==> config.mk <==
export PLATFORM = sky130hd
export DESIGN_NAME = ssr_indirector
export DESIGN_NICKNAME = d
export VERILOG_FILES = /design/src/source/ssr_indir_pkg.sv /design/src/source/ssr_indirector.sv /design/src/source/ssr_idx_serializer.sv /design/src/source/ssr_idx_fifo.sv /design/src/source/ssr_idx_fetch.sv
export SDC_FILE = /design/constraint.sdc
export NUM_CORES = 1
export LEC_CHECK = 0
export BUFFER_PORTS_ARGS = -buffer_cell sky130_fd_sc_hd__buf_2
export CORE_ASPECT_RATIO = 1.25
export CORE_UTILIZATION = 40
export DETAILED_ROUTE_END_ITERATION = 8
export MAX_ROUTING_LAYER = met4
export SLEW_MARGIN = 15
export SYNTH_ARGS = -nofsm -noshare
export SYNTH_HDL_FRONTEND = slang
export SYNTH_HIERARCHICAL = 1
export SYNTH_SLANG_ARGS = --single-unit
==> constraint.sdc <==
create_clock -name clk_i -period 6.35 [get_ports clk_i]
set_input_delay 0.635 -clock clk_i [delete_from_list [all_inputs] [get_ports clk_i]]
set_output_delay 0.635 -clock clk_i [all_outputs]
set_load 0.01 [all_outputs]
==> src/source/ssr_indir_pkg.sv <==
/*
  Shared definitions for the indirection address stage
  Widths, FIFO and credit depth, job and memory port structs,
  and the union giving byte, halfword and word views of an index word
*/

package ssr_indir_pkg;

  // Datapath widths
  localparam int unsigned ADDR_WIDTH    = 32;
  localparam int unsigned DATA_WIDTH    = 32;
  localparam int unsigned BYTECNT_WIDTH = 2;
  localparam int unsigned INDEX_WIDTH   = 32;
  localparam int unsigned SHIFT_WIDTH   = 3;
  localparam int unsigned COUNT_WIDTH   = 16;

  // Words buffered or in flight at once
  localparam int unsigned IDX_CREDITS   = 4;
  // Credit counter holds 0 up to IDX_CREDITS
  localparam int unsigned CREDIT_WIDTH  = $clog2(IDX_CREDITS + 1);
  // FIFO slot index width, pointers carry one extra wrap bit
  localparam int unsigned FIFO_AWIDTH   = $clog2(IDX_CREDITS);

  typedef logic [ADDR_WIDTH-1:0]    addr_t;
  typedef logic [DATA_WIDTH-1:0]    data_t;
  typedef logic [BYTECNT_WIDTH-1:0] bytecnt_t;
  // 0 is one byte, 1 a halfword, 2 a full word
  typedef logic [1:0]               idx_size_t;
  typedef logic [SHIFT_WIDTH-1:0]   shift_t;
  typedef logic [COUNT_WIDTH-1:0]   count_t;
  typedef logic [INDEX_WIDTH-1:0]   index_t;

  // One fetched word seen as bytes, halfwords or a whole word
  typedef union packed {
    logic [3:0][7:0]  bytes;
    logic [1:0][15:0] halves;
    data_t            word;
  } idx_word_u;

  // Job description, latched by the top on start
  typedef struct packed {
    addr_t     idx_addr;
    count_t    idx_count;
    idx_size_t size;
    addr_t     data_base;
    shift_t    shift;
  } indir_cfg_t;

  // Read request towards memory
  typedef struct packed {
    addr_t addr;
    logic  valid;
  } idx_req_t;

  // Request grant and in-order read response
  typedef struct packed {
    logic  q_ready;
    logic  p_valid;
    data_t data;
  } idx_rsp_t;

endpackage
==> src/source/ssr_indirector.sv <==
/*
  Indirection address stage top
  Job register and busy flag around fetch, index FIFO and serializer
*/

`timescale 1ns/1ps

module ssr_indirector import ssr_indir_pkg::*; (
  input  logic       clk_i,
  input  logic       rst_i,
  // Job start
  input  logic       start_i,
  input  indir_cfg_t cfg_i,
  output logic       busy_o,
  // Index memory port
  output idx_req_t   idx_req_o,
  input  idx_rsp_t   idx_rsp_i,
  // Pointer stream
  output addr_t      mem_pointer_o,
  output logic       mem_last_o,
  output logic       mem_valid_o,
  input  logic       mem_ready_i
);

  // Job state
  indir_cfg_t cfg_q;
  logic       busy_q;
  logic       job_start_q;
  logic       start_acc;

  // Fetch to FIFO
  logic       push;
  data_t      push_data;

  // FIFO to serializer
  idx_word_u  head_word;
  logic       fifo_empty;
  logic       fifo_pop;

  logic       job_done;

  // Starts while busy are dropped
  assign start_acc = start_i & ~busy_q;
  assign busy_o    = busy_q;

  always_ff @(posedge clk_i) begin
    if (start_acc) begin
      cfg_q <= cfg_i;
    end
  end

  // Busy from the cycle after acceptance until after the last pointer
  always_ff @(posedge clk_i) begin
    if (rst_i) begin
      busy_q      <= 1'b0;
      job_start_q <= 1'b0;
    end else begin
      job_start_q <= start_acc;
      if (start_acc) begin
        busy_q <= 1'b1;
      end else if (job_done) begin
        busy_q <= 1'b0;
      end
    end
  end

  ssr_idx_fetch i_fetch (
    .clk_i         ( clk_i       ),
    .rst_i         ( rst_i       ),
    .job_start_i   ( job_start_q ),
    .cfg_i         ( cfg_q       ),
    .idx_req_o     ( idx_req_o   ),
    .idx_rsp_i     ( idx_rsp_i   ),
    .credit_give_i ( fifo_pop    ),
    .push_o        ( push        ),
    .push_data_o   ( push_data   )
  );

  ssr_idx_fifo i_fifo (
    .clk_i   ( clk_i      ),
    .rst_i   ( rst_i      ),
    .push_i  ( push       ),
    .data_i  ( push_data  ),
    .pop_i   ( fifo_pop   ),
    .data_o  ( head_word  ),
    .empty_o ( fifo_empty )
  );

  ssr_idx_serializer i_serializer (
    .clk_i         ( clk_i         ),
    .rst_i         ( rst_i         ),
    .job_start_i   ( job_start_q   ),
    .cfg_i         ( cfg_q         ),
    .word_i        ( head_word     ),
    .empty_i       ( fifo_empty    ),
    .pop_o         ( fifo_pop      ),
    .mem_pointer_o ( mem_pointer_o ),
    .mem_last_o    ( mem_last_o    ),
    .mem_valid_o   ( mem_valid_o   ),
    .mem_ready_i   ( mem_ready_i   ),
    .done_o        ( job_done      )
  );

endmodule

==> src/source/ssr_idx_serializer.sv <==
/*
  Index serializer and pointer generation
  Cuts FIFO head words into indices of the configured size, tracks the
  last index of the job and emits base + (index << 2 << shift)
*/

`timescale 1ns/1ps

module ssr_idx_serializer import ssr_indir_pkg::*; (
  input  logic       clk_i,
  input  logic       rst_i,
  input  logic       job_start_i,
  input  indir_cfg_t cfg_i,
  // FIFO head
  input  idx_word_u  word_i,
  input  logic       empty_i,
  output logic       pop_o,
  // Pointer output
  output addr_t      mem_pointer_o,
  output logic       mem_last_o,
  output logic       mem_valid_o,
  input  logic       mem_ready_i,
  // Final handshake of the job
  output logic       done_o
);

  // Byte position of the current index in the head word
  bytecnt_t bytecnt_q;
  bytecnt_t bytecnt_next;
  logic     bytecnt_rovr;

  // Indices still to emit
  count_t   idx_left_q;
  logic     idx_is_last;

  // Output handshake
  logic     mem_hs;

  // Selected index, zero extended
  index_t   idx_sel;
  addr_t    idx_scaled;

  assign mem_valid_o = ~empty_i;
  assign mem_hs      = mem_valid_o & mem_ready_i;

  // Step by index size in bytes, wraps at word boundary
  assign bytecnt_next = bytecnt_q + bytecnt_t'(1 << cfg_i.size);
  assign bytecnt_rovr = (bytecnt_next == '0);

  assign idx_is_last  = (idx_left_q == count_t'(1));

  // Byte counter, preset with the array's start offset
  always_ff @(posedge clk_i) begin
    if (rst_i) begin
      bytecnt_q <= '0;
    end else if (job_start_i) begin
      bytecnt_q <= cfg_i.idx_addr[BYTECNT_WIDTH-1:0];
    end else if (mem_hs) begin
      bytecnt_q <= bytecnt_next;
    end
  end

  // Remaining index count
  always_ff @(posedge clk_i) begin
    if (rst_i) begin
      idx_left_q <= '0;
    end else if (job_start_i) begin
      idx_left_q <= cfg_i.idx_count;
    end else if (mem_hs) begin
      idx_left_q <= idx_left_q - 1'b1;
    end
  end

  // Pick the view that matches the index size
  always_comb begin
    case (cfg_i.size)
      2'd0:    idx_sel = index_t'(word_i.bytes[bytecnt_q]);
      2'd1:    idx_sel = index_t'(word_i.halves[bytecnt_q[1]]);
      default: idx_sel = index_t'(word_i.word);
    endcase
  end

  // Word pointer from index, then extra element shift
  assign idx_scaled    = (addr_t'(idx_sel) << BYTECNT_WIDTH) << cfg_i.shift;
  assign mem_pointer_o = cfg_i.data_base + idx_scaled;

  // All inputs to pointer and flag hold while stalled
  assign mem_last_o    = idx_is_last;

  // Release head word when its top index or the job's last index is taken
  assign pop_o  = mem_hs & (bytecnt_rovr | idx_is_last);

  // Job ends with the handshake of the last pointer
  assign done_o = mem_hs & idx_is_last;

endmodule

==> src/source/ssr_idx_fifo.sv <==
/*
  Index word FIFO
  Registered storage of IDX_CREDITS words with wrap-bit pointers
  Overflow is ruled out upstream by the credit counter
*/

`timescale 1ns/1ps

module ssr_idx_fifo import ssr_indir_pkg::*; (
  input  logic      clk_i,
  input  logic      rst_i,
  input  logic      push_i,
  input  data_t     data_i,
  input  logic      pop_i,
  output idx_word_u data_o,
  output logic      empty_o
);

  // Word storage
  data_t mem_q [IDX_CREDITS];

  // Read and write pointers with an extra wrap bit
  logic [FIFO_AWIDTH:0] wr_ptr_q;
  logic [FIFO_AWIDTH:0] rd_ptr_q;

  logic [FIFO_AWIDTH-1:0] wr_idx;
  logic [FIFO_AWIDTH-1:0] rd_idx;

  assign wr_idx = wr_ptr_q[FIFO_AWIDTH-1:0];
  assign rd_idx = rd_ptr_q[FIFO_AWIDTH-1:0];

  // Equal pointers including wrap bit means nothing stored
  assign empty_o = (wr_ptr_q == rd_ptr_q);

  // Head word becomes visible the cycle after its push
  assign data_o = idx_word_u'(mem_q[rd_idx]);

  always_ff @(posedge clk_i) begin
    if (push_i) begin
      mem_q[wr_idx] <= data_i;
    end
  end

  always_ff @(posedge clk_i) begin
    if (rst_i) begin
      wr_ptr_q <= '0;
    end else if (push_i) begin
      wr_ptr_q <= wr_ptr_q + 1'b1;
    end
  end

  // Pop only ever comes with a valid head
  always_ff @(posedge clk_i) begin
    if (rst_i) begin
      rd_ptr_q <= '0;
    end else if (pop_i & ~empty_o) begin
      rd_ptr_q <= rd_ptr_q + 1'b1;
    end
  end

endmodule

==> src/source/ssr_idx_fetch.sv <==
/*
  Index word fetch
  Walks the aligned words spanned by the index array, issues one read per
  cycle while credits remain and forwards responses to the FIFO
*/

`timescale 1ns/1ps

module ssr_idx_fetch import ssr_indir_pkg::*; (
  input  logic       clk_i,
  input  logic       rst_i,
  input  logic       job_start_i,
  input  indir_cfg_t cfg_i,
  output idx_req_t   idx_req_o,
  input  idx_rsp_t   idx_rsp_i,
  input  logic       credit_give_i,
  output logic       push_o,
  output data_t      push_data_o
);

  // Array extent in bytes from the aligned start, rounded up to whole words
  logic [COUNT_WIDTH+2:0] span_bytes;
  logic [COUNT_WIDTH:0]   span_words;

  // Walk state
  logic [COUNT_WIDTH:0]   words_left_q;
  addr_t                  word_addr_q;

  // Credits
  logic [CREDIT_WIDTH-1:0] credits_q;
  logic                    cred_left;
  logic                    req_hs;

  // Offset of first index plus array bytes plus 3 for round up
  assign span_bytes = ((COUNT_WIDTH+3)'(cfg_i.idx_count) << cfg_i.size)
                    + (COUNT_WIDTH+3)'(cfg_i.idx_addr[BYTECNT_WIDTH-1:0])
                    + (COUNT_WIDTH+3)'(3);
  assign span_words = span_bytes[COUNT_WIDTH+2:BYTECNT_WIDTH];

  assign cred_left = (credits_q != '0);

  // Request stays up while words remain and a FIFO slot is reserved
  assign idx_req_o.valid = (words_left_q != '0) & cred_left;
  assign idx_req_o.addr  = word_addr_q;

  assign req_hs = idx_req_o.valid & idx_rsp_i.q_ready;

  // Word address walk, address only moves on a granted request
  always_ff @(posedge clk_i) begin
    if (rst_i) begin
      words_left_q <= '0;
    end else if (job_start_i) begin
      words_left_q <= span_words;
    end else if (req_hs) begin
      words_left_q <= words_left_q - 1'b1;
    end
  end

  always_ff @(posedge clk_i) begin
    if (job_start_i) begin
      // Mask low bits, fetch whole aligned words only
      word_addr_q <= {cfg_i.idx_addr[ADDR_WIDTH-1:BYTECNT_WIDTH], {BYTECNT_WIDTH{1'b0}}};
    end else if (req_hs) begin
      word_addr_q <= word_addr_q + addr_t'(DATA_WIDTH / 8);
    end
  end

  // Take a credit per request, get one back per FIFO pop
  always_ff @(posedge clk_i) begin
    if (rst_i) begin
      credits_q <= CREDIT_WIDTH'(IDX_CREDITS);
    end else begin
      case ({req_hs, credit_give_i})
        2'b10:   credits_q <= credits_q - 1'b1;
        2'b01:   credits_q <= credits_q + 1'b1;
        default: credits_q <= credits_q;
      endcase
    end
  end

  // Responses go straight into the FIFO
  assign push_o      = idx_rsp_i.p_valid;
  assign push_data_o = idx_rsp_i.data;

endmodule

==> results_dict.tcl <==
set metrics [dict create \
    max-cap-violations 0 \
    via_total_after_detailed_routing 11253 \
    asyncSetResetFlopFracSynth_pct 0 \
    grt_first_pass_wirelength_um 61180 \
    synth.yosys.seq_area_share_pct 51.83 \
    clk_pin_slew_worst_paths_ps 80 \
    detailedRoute.firstIterationViolations 819 \
    cpLargestDelayFamily "compound AO/OA/AOI/OAI gates" \
    place.port_buffers 188 \
    run_status "finished clean" \
    synth_area_leaders "edfxtp_1 (46%), mux4_2 (7.4%), dfxtp_1 (6.0%)" \
    grtUsageTotal_pct 19.67 \
    wirelength_per_cell_um 19.44 \
    dpl-instance-area_um2 17090 \
    synth_top_area_cell "edfxtp_1" \
    total_power_mw 6.119 \
    endpoint_kind "output pin" \
    post_synth_top_area_share_pct 45.80 \
    detail-route-antenna-nets 0 \
    tightestPinTransition_ps 925.5 \
    die_width_um 180.5 \
    timing.final.setup_violations 0 \
    mostFrequentLayoutCells "edfxtp_1 (243), buf_2 (188), nor2_1 (103)" \
    fin_worst_skew_ps 35.99 \
    critical_path.most_common_cell "a21oi_1" \
    drtPass1Iterations 5 \
    die-height_um 225.1 \
    syn_inst 1340 \
    syn-cell-area_um2 15930 \
    arrival_ps 5420 \
    finalNetCount 1655 \
    tritoncts "yes" \
    netSwitchingFraction_pct 31.75 \
    postLayoutCellArea_um2 18210 \
    placement_rows 81 \
    clock_latency_ps 600 \
    cp_max_fo 13 \
    dieArea_um2 40640 \
    crit_path_max_incr_delay_ps 550 \
    maxSlewHeadroom_pct 38.30 \
    comb_power_share_pct 28.8 \
    synth.ff_latch_count 291 \
    post_detailed_route_drc_marker_count 0 \
    largest_net_degree_at_the_start_of_global_routing 67 \
    numCtsBuffers 30 \
    number_of_synthesized_flops_with_an_enable_pin 243 \
    post-dp-hpwl_um 27970 \
    critPathKind "flop to output pin" \
    crit_slowest_cell "mux4_2" \
    final_layout_size_suffix_gt1_share_pct 22.96 \
    multi_input_combinational_cell_area_um2 7039 \
    critPathBufInv 2 \
    htreeDepth 1 \
    ir_drop_v 0.0001547 \
    yosys.cell_types.count 79 \
    rsz_0062_raised_after_global_routing "false" \
    power_spent_charging_and_discharging_nets_mw 1.943 \
    syn_avg_cell_area_um2 11.89 \
    layout.cells.most_common "edfxtp_1" \
    number_of_antenna_violations_at_the_first_check_in_global_routing 2 \
    synth_top_flop_cell "edfxtp_1" \
    placeable_core_area_um2 39220 \
    clkSinkCount 291 \
    place.gp.congestion 0.8954 \
    power.density_cell_area_nw_per_um2 336.1 \
    routed_via_density 5.607 \
    drv_slew 0 \
    crit_chain "bufbuf_16 -> mux4_2 -> mux4_2 -> o22a_1 -> o22ai_1 -> mux2i_1 -> a21oi_1 -> a21oi_1 -> ha_1 -> a21o_1 -> a31oi_2 -> a211oi_1 -> o311ai_4 -> a21oi_1 -> o211a_1 -> nor4_1 -> buf_2" \
    worst-endpoint-required_ps 5710 \
    hp-class "input port to flop" \
    power.sequential.fraction_pct 41.2 \
    final.min_clock_period_ps 6060 \
    hold_buffers 0 \
    min_period_over_period_pct 95.43 \
    routed_wl_um 39020 \
    grt_overflow 0 \
    regArea_um2 8265 \
    power_leakage_nw 6.680 \
    hold_viol 0 \
    setup-tns-final_ps 0 \
    clk_path_buf_depth 3 \
    root_buffer_cell "clkbuf_16" \
    internal_power_mw 4.176 \
    synth-warning-count 6 \
    layout.core_utilization_pct 46.42 \
    power.share.clock_pct 30.1 \
    worstSetupStartpointType "flop" \
    ioPinCount 191 \
    grt_pass1_vias 11105 \
    n_fill_cell 3566 \
    fmaxAchievable_ghz 0.1650 \
    initial_utilization_pct 40.62 \
    area_growth_pct 14.29 \
]
[power groups by stage]
stage                     clock network (mW)  registers, mW  logic [mW]
after floorplan                            0           2.53        1.22
after global placement                     0           2.55        1.70
after detailed placement                   0           2.56        1.72
after CTS                               1.89           2.52        1.75
after global routing                    1.95           2.54        1.94
final                                   1.84           2.52        1.76
[final timing paths]
path	to	depth (start not counted)	slack (ps)	start
max reg2reg	i_fetch/credits_q[2]	13	2540	i_serializer/idx_left_q[4]
min reg2reg	i_fifo/rd_ptr_q[2]	2	510	i_fifo/rd_ptr_q[2]
max	mem_pointer_o[31]	17	290	flop
min	cfg_q[8]	1	210	cfg_i[8]
[synth_stat cells (13+ instances only)]
cell	n
edfxtp_1	243
nor2_1	103
nand2_1	98
a21oi_1	71
xnor2_1	59
o21ai_0	58
mux4_2	52
dfxtp_1	48
ha_1	45
buf_4	42
nand3_1	39
nor3_1	37
clkbuf_1	34
mux2i_1	33
xor2_1	31
inv_1	30
a21o_1	25
nand4_1	22
nor4_1	18
mux2_2	15
nor2b_1	15
a211oi_1	13
[cell families after synthesis]
family | after synthesis | synth area share, %
adders and majority gates | 48 | 3.911
muxes | 104 | 11.14
buffers and inverters | 130 | 4.241
AOI/OAI and AO/OA | 263 | 10.79
and+or+nand+nor | 413 | 13.11
other | 1 | 0.02354
DFF | 291 | 51.83
xor gates and xnor gates | 90 | 4.948
[state kept, by name, indices dropped and copies added (netlist names), named ones only]
signal                   flops
i_fifo/mem_q               128
cfg_q                       85
i_fetch/word_addr_q         30
i_fetch/words_left_q        17
i_serializer/idx_left_q     16
i_fetch/credits_q            3
i_fifo/rd_ptr_q              3
i_fifo/wr_ptr_q              3
i_serializer/bytecnt_q       2
busy_o                       1
job_start_q                  1
[what timing repair did]
action                                  CTS  global route
endpoints found under the setup margin    2            11
resized for setup                         1             7
cloned                                    1             0
buffers inserted                          0             3
pin swaps                                 0             1
[area by class of cell]
type / count / area share [%]
Sequential cell: 291 / 45.40
Multi-Input combinational cell: 920 / 38.66
Timing Repair Buffer: 208 / 6.198
Clock buffer: 36 / 4.364
Tap cell: 498 / 3.422
Clock inverter: 19 / 1.251
Inverter: 33 / 0.6803
Antenna cell: 2 / 0.02749
[per-layer routing]
layer / wire (um) / up-vias / part of all wire (%) / track usage (%)
met5: 0 / - / 0 / -
met4: 1005 / 0 / 2.6 / 6.479
met3: 2197 / 65 / 5.6 / 3.087
met2: 18650 / 350 / 48 / 32.58
met1: 17170 / 5461 / 44 / 24.66
li1: - / 5377 / - / -
[through the flow]
| step | setup slack (ps) | std cells | hold WS [ps] |
|---|---|---|---|
| after floorplan | 1282 | 1341 | 461.0 |
| after global placement | 657.4 | 1946 | 484.0 |
| after detailed placement | 583.1 | 1946 | 497.7 |
| after CTS | 22.75 | 2002 | 178.6 |
| after global routing | 17.84 | 2007 | 190.8 |
| final | 290.2 | 2007 | 207.8 |
Note: power is estimated with default switching activity, not from simulation.
